`config.mk`:
```
export PLATFORM = sky130hd
export DESIGN_NAME = axi2obi_top
export DESIGN_NICKNAME = d
export VERILOG_FILES = /design/src/axi2obi_pkg.sv /design/src/axi2obi_ctrl.sv /design/src/axi2obi_req_buf.sv /design/src/axi2obi_resp_buf.sv /design/src/obi_sram.sv /design/src/axi2obi_top.sv
export SDC_FILE = /design/constraint.sdc
export NUM_CORES = 2
export LEC_CHECK = 0
export ABC_AREA = 1
export BUFFER_PORTS_ARGS = -buffer_cell sky130_fd_sc_hd__buf_2
export CAP_MARGIN = 20
export CORE_MARGIN = 2
export CORE_UTILIZATION = 57
export CTS_CLUSTER_DIAMETER = 80
export DETAILED_ROUTE_END_ITERATION = 7
export PLACE_DENSITY = 0.75
export SLEW_MARGIN = 20
export SYNTH_ARGS = -nofsm -noshare
export SYNTH_HDL_FRONTEND = slang
export SYNTH_SLANG_ARGS = --single-unit
```
`constraint.sdc`:
```
create_clock -name s00_axi_aclk -period 3.7 [get_ports s00_axi_aclk]
set_clock_uncertainty 0.05 [all_clocks]
set_input_delay 0.555 -clock s00_axi_aclk [delete_from_list [all_inputs] [get_ports s00_axi_aclk]]
set_output_delay 0.555 -clock s00_axi_aclk [all_outputs]
set_load 0.005 [all_outputs]
```
`src/axi2obi_pkg.sv`:
```
package axi2obi_pkg;

  // bus widths, one word wide on both sides
  localparam int AXI_ADDR_W = 32;
  localparam int AXI_DATA_W = 32;
  // one strobe bit per data byte
  localparam int AXI_STRB_W = 4;

  // axi response codes
  localparam logic [1:0] RESP_OKAY   = 2'b00;
  localparam logic [1:0] RESP_SLVERR = 2'b10;
  localparam logic [1:0] RESP_DECERR = 2'b11;

  // bridge control states
  typedef enum logic [2:0] {
    // waiting for a read or a paired write
    IDLE,
    // obi request raised, waiting on grant
    OBI_REQ,
    // granted, waiting on obi rvalid
    OBI_WAIT,
    // write response held on b channel
    RESP_W,
    // read response held on r channel
    RESP_R
  } bridge_state_t;

endpackage

```
`src/axi2obi_ctrl.sv`:
```
`timescale 1ns/1ps

module axi2obi_ctrl import axi2obi_pkg::*; (
  input  logic s00_axi_aclk,
  input  logic s00_axi_aresetn,
  // axi valids and readies from the master
  input  logic arvalid_i,
  input  logic awvalid_i,
  input  logic wvalid_i,
  input  logic rready_i,
  input  logic bready_i,
  // window decode of the address being accepted
  input  logic in_window_i,
  // obi target handshake
  input  logic obi_gnt_i,
  input  logic obi_rvalid_i,
  // axi accept strobes
  output logic arready_o,
  output logic awready_o,
  output logic wready_o,
  // capture strobes to the request buffer
  output logic capture_rd_o,
  output logic capture_wr_o,
  // obi request control
  output logic obi_req_o,
  output logic obi_we_o,
  // response buffer load
  output logic resp_load_o,
  output logic resp_err_o,
  // axi response valids
  output logic rvalid_o,
  output logic bvalid_o
);

  bridge_state_t state_q;
  bridge_state_t state_d;
  // set when the last served transfer was a read, so a write wins the next tie
  logic prio_wr_q;
  // kind of the transfer in flight
  logic wr_q;
  logic rd_pend;
  logic wr_pend;
  logic pick_rd;
  logic pick_wr;

  // a write only counts once address and data are both there
  assign rd_pend = arvalid_i;
  assign wr_pend = awvalid_i & wvalid_i;

  // alternating priority, read first out of reset
  assign pick_rd = (state_q == IDLE) && rd_pend && (!wr_pend || !prio_wr_q);
  assign pick_wr = (state_q == IDLE) && wr_pend && !pick_rd;

  // accept cycle doubles as capture cycle
  assign arready_o    = pick_rd;
  assign awready_o    = pick_wr;
  assign wready_o     = pick_wr;
  assign capture_rd_o = pick_rd;
  assign capture_wr_o = pick_wr;

  // obi request straight from state
  assign obi_req_o = (state_q == OBI_REQ);
  assign obi_we_o  = wr_q;

  // responses held in their own states until the master takes them
  assign rvalid_o = (state_q == RESP_R);
  assign bvalid_o = (state_q == RESP_W);

  always_comb begin
    state_d     = state_q;
    resp_load_o = 1'b0;
    resp_err_o  = 1'b0;
    unique case (state_q)
      IDLE: begin
        if (pick_rd || pick_wr) begin
          if (in_window_i) begin
            state_d = OBI_REQ;
          end else begin
            // out of window, answer next cycle with no obi traffic
            resp_load_o = 1'b1;
            resp_err_o  = 1'b1;
            if (pick_wr) begin
              state_d = RESP_W;
            end else begin
              state_d = RESP_R;
            end
          end
        end
      end
      OBI_REQ: begin
        if (obi_gnt_i) begin
          state_d = OBI_WAIT;
        end
      end
      OBI_WAIT: begin
        // rvalid comes for writes too
        if (obi_rvalid_i) begin
          resp_load_o = 1'b1;
          if (wr_q) begin
            state_d = RESP_W;
          end else begin
            state_d = RESP_R;
          end
        end
      end
      RESP_R: begin
        if (rready_i) begin
          state_d = IDLE;
        end
      end
      RESP_W: begin
        if (bready_i) begin
          state_d = IDLE;
        end
      end
      default: begin
        state_d = IDLE;
      end
    endcase
  end

  always_ff @(posedge s00_axi_aclk or negedge s00_axi_aresetn) begin
    if (!s00_axi_aresetn) begin
      state_q   <= IDLE;
      prio_wr_q <= 1'b0;
      wr_q      <= 1'b0;
    end else begin
      state_q <= state_d;
      // remember what was served last
      if (pick_rd) begin
        prio_wr_q <= 1'b1;
        wr_q      <= 1'b0;
      end else if (pick_wr) begin
        prio_wr_q <= 1'b0;
        wr_q      <= 1'b1;
      end
    end
  end

  // obi request and its direction hold until the target grants
  a_obi_req_hold: assert property (@(posedge s00_axi_aclk) disable iff (!s00_axi_aresetn)
    obi_req_o && !obi_gnt_i |=> obi_req_o && $stable(obi_we_o));

  // read response waits for rready
  a_rvalid_hold: assert property (@(posedge s00_axi_aclk) disable iff (!s00_axi_aresetn)
    rvalid_o && !rready_i |=> rvalid_o);

  // write response waits for bready
  a_bvalid_hold: assert property (@(posedge s00_axi_aclk) disable iff (!s00_axi_aresetn)
    bvalid_o && !bready_i |=> bvalid_o);

endmodule

```
`src/axi2obi_req_buf.sv`:
```
`timescale 1ns/1ps

module axi2obi_req_buf import axi2obi_pkg::*; #(
  parameter logic [AXI_ADDR_W-1:0] MEM_BASE  = 32'h0000_1000,
  parameter int                    MEM_WORDS = 64
) (
  input  logic                  s00_axi_aclk,
  input  logic                  s00_axi_aresetn,
  // axi request payloads
  input  logic [AXI_ADDR_W-1:0] araddr_i,
  input  logic [AXI_ADDR_W-1:0] awaddr_i,
  input  logic [AXI_DATA_W-1:0] wdata_i,
  input  logic [AXI_STRB_W-1:0] wstrb_i,
  // capture strobes from the control FSM
  input  logic                  capture_rd_i,
  input  logic                  capture_wr_i,
  // decode result for the address being taken
  output logic                  in_window_o,
  // obi request fields
  output logic [AXI_ADDR_W-1:0] obi_addr_o,
  output logic [AXI_STRB_W-1:0] obi_be_o,
  output logic [AXI_DATA_W-1:0] obi_wdata_o
);

  // window end, one bit wider so a window at the top of the map does not wrap
  localparam logic [AXI_ADDR_W:0] WIN_END =
    {1'b0, MEM_BASE} + (AXI_ADDR_W + 1)'(4 * MEM_WORDS);

  logic [AXI_ADDR_W-1:0] dec_addr;

  // decode on the address as it is captured
  // lets an error answer the very next cycle
  assign dec_addr    = capture_wr_i ? awaddr_i : araddr_i;
  assign in_window_o = (dec_addr >= MEM_BASE) && ({1'b0, dec_addr} < WIN_END);

  // address and byte enables
  always_ff @(posedge s00_axi_aclk or negedge s00_axi_aresetn) begin
    if (!s00_axi_aresetn) begin
      obi_addr_o <= '0;
      obi_be_o   <= '0;
    end else if (capture_wr_i) begin
      obi_addr_o <= awaddr_i;
      obi_be_o   <= wstrb_i;
    end else if (capture_rd_i) begin
      obi_addr_o <= araddr_i;
      // reads fetch the whole word
      obi_be_o   <= '1;
    end
  end

  // write data, taken together with the write address
  always_ff @(posedge s00_axi_aclk) begin
    if (capture_wr_i) begin
      obi_wdata_o <= wdata_i;
    end
  end

endmodule

```
`src/axi2obi_resp_buf.sv`:
```
`timescale 1ns/1ps

module axi2obi_resp_buf import axi2obi_pkg::*; (
  input  logic                  s00_axi_aclk,
  input  logic                  s00_axi_aresetn,
  // load strobe from the control FSM
  input  logic                  resp_load_i,
  // set for an out-of-window access
  input  logic                  resp_err_i,
  // read word from the obi target
  input  logic [AXI_DATA_W-1:0] obi_rdata_i,
  // held toward the axi master
  output logic [AXI_DATA_W-1:0] rdata_o,
  output logic [1:0]            resp_o
);

  // response code, cleared to okay
  always_ff @(posedge s00_axi_aclk or negedge s00_axi_aresetn) begin
    if (!s00_axi_aresetn) begin
      resp_o <= RESP_OKAY;
    end else if (resp_load_i) begin
      if (resp_err_i) begin
        resp_o <= RESP_DECERR;
      end else begin
        resp_o <= RESP_OKAY;
      end
    end
  end

  // read data
  // only loads once per transfer, so it stays put under back-pressure
  always_ff @(posedge s00_axi_aclk) begin
    if (resp_load_i) begin
      if (resp_err_i) begin
        // decode error returns zero
        rdata_o <= '0;
      end else begin
        rdata_o <= obi_rdata_i;
      end
    end
  end

endmodule

```
`src/obi_sram.sv`:
```
`timescale 1ns/1ps

module obi_sram import axi2obi_pkg::*; #(
  parameter int MEM_WORDS = 64,
  parameter int GNT_WAIT  = 2
) (
  input  logic                  s00_axi_aclk,
  input  logic                  s00_axi_aresetn,
  // obi request
  input  logic                  req_i,
  input  logic [AXI_ADDR_W-1:0] addr_i,
  input  logic                  we_i,
  input  logic [AXI_STRB_W-1:0] be_i,
  input  logic [AXI_DATA_W-1:0] wdata_i,
  // obi grant and response
  output logic                  gnt_o,
  output logic                  rvalid_o,
  output logic [AXI_DATA_W-1:0] rdata_o
);

  localparam int IDX_W = (MEM_WORDS > 1) ? $clog2(MEM_WORDS) : 1;
  // wide enough to hold GNT_WAIT, at least one bit
  localparam int CNT_W = $clog2(GNT_WAIT + 2);

  logic [AXI_DATA_W-1:0] mem_q [MEM_WORDS];
  logic [CNT_W-1:0]      wait_q;
  logic [IDX_W-1:0]      idx;

  // word index from the offset, base is window aligned
  assign idx = addr_i[IDX_W+1:2];

  // grant once the stall count reaches GNT_WAIT
  assign gnt_o = req_i && (wait_q == CNT_W'(GNT_WAIT));

  // stall counter, runs only while a request waits
  always_ff @(posedge s00_axi_aclk or negedge s00_axi_aresetn) begin
    if (!s00_axi_aresetn) begin
      wait_q <= '0;
    end else if (req_i && !gnt_o) begin
      wait_q <= wait_q + 1'b1;
    end else begin
      wait_q <= '0;
    end
  end

  // array and response, memory starts out all zero
  always_ff @(posedge s00_axi_aclk or negedge s00_axi_aresetn) begin
    if (!s00_axi_aresetn) begin
      for (int w = 0; w < MEM_WORDS; w++) begin
        mem_q[w] <= '0;
      end
      rvalid_o <= 1'b0;
      rdata_o  <= '0;
    end else begin
      // response one cycle after the grant, for reads and writes
      rvalid_o <= req_i && gnt_o;
      if (req_i && gnt_o) begin
        if (we_i) begin
          // byte lanes with enable set
          for (int b = 0; b < AXI_STRB_W; b++) begin
            if (be_i[b]) begin
              mem_q[idx][8*b +: 8] <= wdata_i[8*b +: 8];
            end
          end
        end else begin
          rdata_o <= mem_q[idx];
        end
      end
    end
  end

  // rvalid exactly one cycle after each granted request
  a_rvalid_after_gnt: assert property (@(posedge s00_axi_aclk) disable iff (!s00_axi_aresetn)
    rvalid_o == $past(req_i && gnt_o));

endmodule

```
`src/axi2obi_top.sv`:
```
`timescale 1ns/1ps

module axi2obi_top import axi2obi_pkg::*; #(
  parameter logic [AXI_ADDR_W-1:0] MEM_BASE  = 32'h0000_1000,
  parameter int                    MEM_WORDS = 64,
  parameter int                    GNT_WAIT  = 2
) (
  input  logic                  s00_axi_aclk,
  input  logic                  s00_axi_aresetn,
  // read address channel
  input  logic [AXI_ADDR_W-1:0] s00_axi_araddr,
  input  logic                  s00_axi_arvalid,
  output logic                  s00_axi_arready,
  // protection bits are taken and not used
  input  logic [2:0]            s00_axi_arprot,
  // read data channel
  output logic [AXI_DATA_W-1:0] s00_axi_rdata,
  output logic [1:0]            s00_axi_rresp,
  output logic                  s00_axi_rvalid,
  input  logic                  s00_axi_rready,
  // write address channel
  input  logic [AXI_ADDR_W-1:0] s00_axi_awaddr,
  input  logic                  s00_axi_awvalid,
  output logic                  s00_axi_awready,
  input  logic [2:0]            s00_axi_awprot,
  // write data channel
  input  logic [AXI_DATA_W-1:0] s00_axi_wdata,
  input  logic [AXI_STRB_W-1:0] s00_axi_wstrb,
  input  logic                  s00_axi_wvalid,
  output logic                  s00_axi_wready,
  // write response channel
  output logic [1:0]            s00_axi_bresp,
  output logic                  s00_axi_bvalid,
  input  logic                  s00_axi_bready
);

  // ctrl to request buffer
  logic                  capture_rd;
  logic                  capture_wr;
  logic                  in_window;
  // internal obi bus
  logic                  obi_req;
  logic                  obi_gnt;
  logic [AXI_ADDR_W-1:0] obi_addr;
  logic                  obi_we;
  logic [AXI_STRB_W-1:0] obi_be;
  logic [AXI_DATA_W-1:0] obi_wdata;
  logic                  obi_rvalid;
  logic [AXI_DATA_W-1:0] obi_rdata;
  // ctrl to response buffer
  logic                  resp_load;
  logic                  resp_err;
  logic [1:0]            resp;

  // one response register serves both channels
  assign s00_axi_rresp = resp;
  assign s00_axi_bresp = resp;

  axi2obi_ctrl i_axi2obi_ctrl (
    .s00_axi_aclk   (s00_axi_aclk),
    .s00_axi_aresetn(s00_axi_aresetn),
    .arvalid_i      (s00_axi_arvalid),
    .awvalid_i      (s00_axi_awvalid),
    .wvalid_i       (s00_axi_wvalid),
    .rready_i       (s00_axi_rready),
    .bready_i       (s00_axi_bready),
    .in_window_i    (in_window),
    .obi_gnt_i      (obi_gnt),
    .obi_rvalid_i   (obi_rvalid),
    .arready_o      (s00_axi_arready),
    .awready_o      (s00_axi_awready),
    .wready_o       (s00_axi_wready),
    .capture_rd_o   (capture_rd),
    .capture_wr_o   (capture_wr),
    .obi_req_o      (obi_req),
    .obi_we_o       (obi_we),
    .resp_load_o    (resp_load),
    .resp_err_o     (resp_err),
    .rvalid_o       (s00_axi_rvalid),
    .bvalid_o       (s00_axi_bvalid)
  );

  axi2obi_req_buf #(
    .MEM_BASE (MEM_BASE),
    .MEM_WORDS(MEM_WORDS)
  ) i_axi2obi_req_buf (
    .s00_axi_aclk   (s00_axi_aclk),
    .s00_axi_aresetn(s00_axi_aresetn),
    .araddr_i       (s00_axi_araddr),
    .awaddr_i       (s00_axi_awaddr),
    .wdata_i        (s00_axi_wdata),
    .wstrb_i        (s00_axi_wstrb),
    .capture_rd_i   (capture_rd),
    .capture_wr_i   (capture_wr),
    .in_window_o    (in_window),
    .obi_addr_o     (obi_addr),
    .obi_be_o       (obi_be),
    .obi_wdata_o    (obi_wdata)
  );

  axi2obi_resp_buf i_axi2obi_resp_buf (
    .s00_axi_aclk   (s00_axi_aclk),
    .s00_axi_aresetn(s00_axi_aresetn),
    .resp_load_i    (resp_load),
    .resp_err_i     (resp_err),
    .obi_rdata_i    (obi_rdata),
    .rdata_o        (s00_axi_rdata),
    .resp_o         (resp)
  );

  // word memory behind the obi port
  obi_sram #(
    .MEM_WORDS(MEM_WORDS),
    .GNT_WAIT (GNT_WAIT)
  ) i_obi_sram (
    .s00_axi_aclk   (s00_axi_aclk),
    .s00_axi_aresetn(s00_axi_aresetn),
    .req_i          (obi_req),
    .addr_i         (obi_addr),
    .we_i           (obi_we),
    .be_i           (obi_be),
    .wdata_i        (obi_wdata),
    .gnt_o          (obi_gnt),
    .rvalid_o       (obi_rvalid),
    .rdata_o        (obi_rdata)
  );

endmodule

```
==> results.md <==
- Run status: finished, final reports clean
- F_max: between 200 and 300 MHz
- Core area: about 180000 um2
- H-tree depth: 4
- Combinational share of power: 0.221
- Wire length per cell: 19.9 um
- Worst Path Arrival: 4260 ps
- Max incr delay on CP: between 800 and 900 ps
- Slew Viols, Final: 0
- Worst skew pair latency: 890 ps
- Post-synth EDFFs: 64
- Internal Dissipation: 0.0390 W
- Syn_nets: 13800
- Largest net degree at the start of global routing: 183
- Detailed Route WL: ~320000 um
- Yosys reg bits: 2163
- Commonest non-fill, non-tap cell in the layout: nand2_1
- Iteration-0 DRC Markers: 11500
- CP Cell Sequence: inv_8 > nand3_1 > buf_4 > nor2_2 > nand2_1 > o21ai_0
- TritonRoute pass-1 iters: 8
- Initial antenna violation count: 10
- Top post-synthesis cells by area: dfrtp_1 (52%), nand2_1 (30%), o21ai_0 (8.4%)
- Clock Sinks: approximately 2200
- Sw Share: 0.353
- Clock power frac: 0.373
- Synth area leader: dfrtp_1
- VDD IR max: 928 uV
- DR vias/cell: approximately 5.6
- Placer Congestion: just over 0.9
- Critical path peak fanout: 45
- Primary FF master, synth: dfrtp_1
- Initial Util: 0.574
- Final setup viols: 0
- Detailed Place HPWL: 195000 um
- Psw: 0.0213 W
- Final Util: 0.633
- Die X: 426 um
- Setup TNS: 0 ps
- Clock Path Buffers: 3
- CP required: 4410 ps
- Startpoint Class: register
- Syn. warnings: 0
- CTS root buf: clkbuf_16
- Cells after DPL: 15500
- Syn Inst Count: 13700
- Synthesized cell area: 101000 um2
- Die Area: 181000 um2
- Tmin final: 3550 ps
- Final net count: 13600
- Vias: roughly 90000
- Total of max-cap violations: 0
- P&R area growth vs syn: 10.2%
- Final cell count without fillers: 16000
- Post-CTS setup buffer count: 0
- HP Class: input port to register
- Worst Hold Slack: about 79 ps
- Critical path class: register to register
- DRC: 0
- CTS clock-pin slew for the worst setup and hold paths: 70 ps
- Slowest CP cell: nor2_2
- Seq/Total Area, Yosys: 0.538
- Synth top area share: 0.519
- Vias in the first global route: 85200
- Share of cells above drive strength 1: 0.0664
- Synth async-reset ratio: 0.970
- Post-DRT Antenna Nets: 0
- Tightest Pin Transition: around 1100 ps
- Final worst-path cycle share: 0.960
- GRT Residual Overflow: 0
- First-pass GRT wire length: 494000 um
- Fin. Hold Viols: 0
- Commonest non-fill, non-tap cells in the layout: nand2_1 (8073), dfrtp_1 (2096), o21ai_0 (1708)
- RSZ-0062 raised after global routing: false
- Static leakage: 57.4 nW
- Mean post-synth cell area: 7.38 um2
- Part of the power in registers: 0.406
- Kind of end point of the critical path: register
- Slew headroom: 0.236
- GRT Total Usage: 0.352
- CTS tree: done
- Site Rows: 154
- Synth cell types: 29
- PD cells: 541 nW/um2
- Die Span Y: 426 um
- Boundary Pins: ~150
- Clock buffer count from CTS: 221
- Port Buf Inserts: 143
-- critical path: cells and delay by family, from the launching register on --
kind / cells / cell delay (ps)
buf+inv: 2 / 690
simple gates: 3 / 1620
flops: 1 / 650
compound gates: 1 / 400
-- per-layer routing --
metal / part of all wire / vias to the layer above / wire [um] / GRT usage
met5: 0.00012 / - / 37 / 0
met4: 0.071 / 6 / 22600 / 0.225
met3: 0.097 / 845 / 30800 / 0.0762
met2: 0.44 / 4228 / 139000 / 0.526
met1: 0.40 / 42900 / 126000 / 0.468
li1: - / 42300 / - / -
-- worst paths after layout --
check | cells after the start | slack (ps) | to | startpoint
max in group asynchronous | 3 | 2080 | i_obi_sram.mem_q[1049]$_DFFE_PN0P_ | s00_axi_aresetn
min in group asynchronous | 2 | 230 | i_obi_sram.mem_q[1231]$_DFFE_PN0P_ | s00_axi_aresetn
hold / removal | 5 | 80 | i_axi2obi_ctrl.obi_we_o$_DFFE_PN0P_ | s00_axi_wvalid
setup reg to reg | 6 | 150 | i_obi_sram.mem_q[361]$_DFFE_PN0P_ | i_axi2obi_req_buf.obi_addr_o[2]$_DFFE_PN0P_
hold reg to reg | 1 | 380 | i_obi_sram.wait_q[0]$_DFF_PN0_ | i_obi_sram.wait_q[0]$_DFF_PN0_
setup / recovery | 6 | 150 | i_obi_sram.mem_q[361]$_DFFE_PN0P_ | i_axi2obi_req_buf.obi_addr_o[2]$_DFFE_PN0P_
-- Yosys cell counts (all sizes together) (5+ instances only) --
master	count
nand2	8137
dfrtp	2099
o21ai	2061
clkbuf	811
nor2	170
inv	129
buf	102
edfxtp	64
nand3	45
a21oi	44
clkinv	33
nor3	12
o22ai	6
nor4	5
-- state kept, by name, indices dropped and copies added (netlist names) --
register / count
i_axi2obi_req_buf.obi_wdata_o: 32
i_axi2obi_ctrl.prio_wr_q: 1
i_axi2obi_resp_buf.resp_o: 1
i_obi_sram.rvalid_o: 1
i_axi2obi_ctrl.obi_we_o: 1
i_axi2obi_resp_buf.rdata_o: 32
i_axi2obi_req_buf.obi_addr_o: 6
i_obi_sram.wait_q: 2
i_axi2obi_ctrl.state_q: 3
i_obi_sram.mem_q: 2048
i_axi2obi_req_buf.obi_be_o: 4
i_obi_sram.rdata_o: 32
-- cell type report --
type,instances,area [um2]
clock inverters,67,716
clock buffers,336,6580
diodes,8,20.0
well taps,2340,2930
inverters,162,641
repair buffers,424,3560
multi-input cells,10500,42700
fillers,15100,64700
flip-flops and latches,2163,54500
-- stage by stage --
stage,cell area (um2),setup slack [ps],total power [W]
finish,112000,150,0.0603
global route,112000,110,0.0618
CTS,112000,245,0.0600
detailed placement,104000,398,0.0377
global placement,104000,437,0.0377
floorplan,101000,94.4,0.0316
-- kinds of logic after synthesis --
group,synth area share
DFF,0.538
and+or+nand+nor,0.317
adders and majority gates,0.000124
buffers and inverters,0.0412
AOI/OAI and AO/OA,0.104
-- power by group through the flow --
stage / Combinational (W) / Sequential [W] / Clock [W]
finish: 0.0133 / 0.0245 / 0.0225
global placement: 0.0127 / 0.0249 / 0
detailed placement: 0.0128 / 0.0249 / 0
global route: 0.0136 / 0.0245 / 0.0237
floorplan: 0.00688 / 0.0247 / 0
CTS: 0.0128 / 0.0245 / 0.0226
-- timing repair --
item	4_1_cts	5_1_grt
hold endpoints to repair	80	0
hold buffers	38	0
resized for setup	0	0
Note: power is estimated with default switching activity, not from simulation.
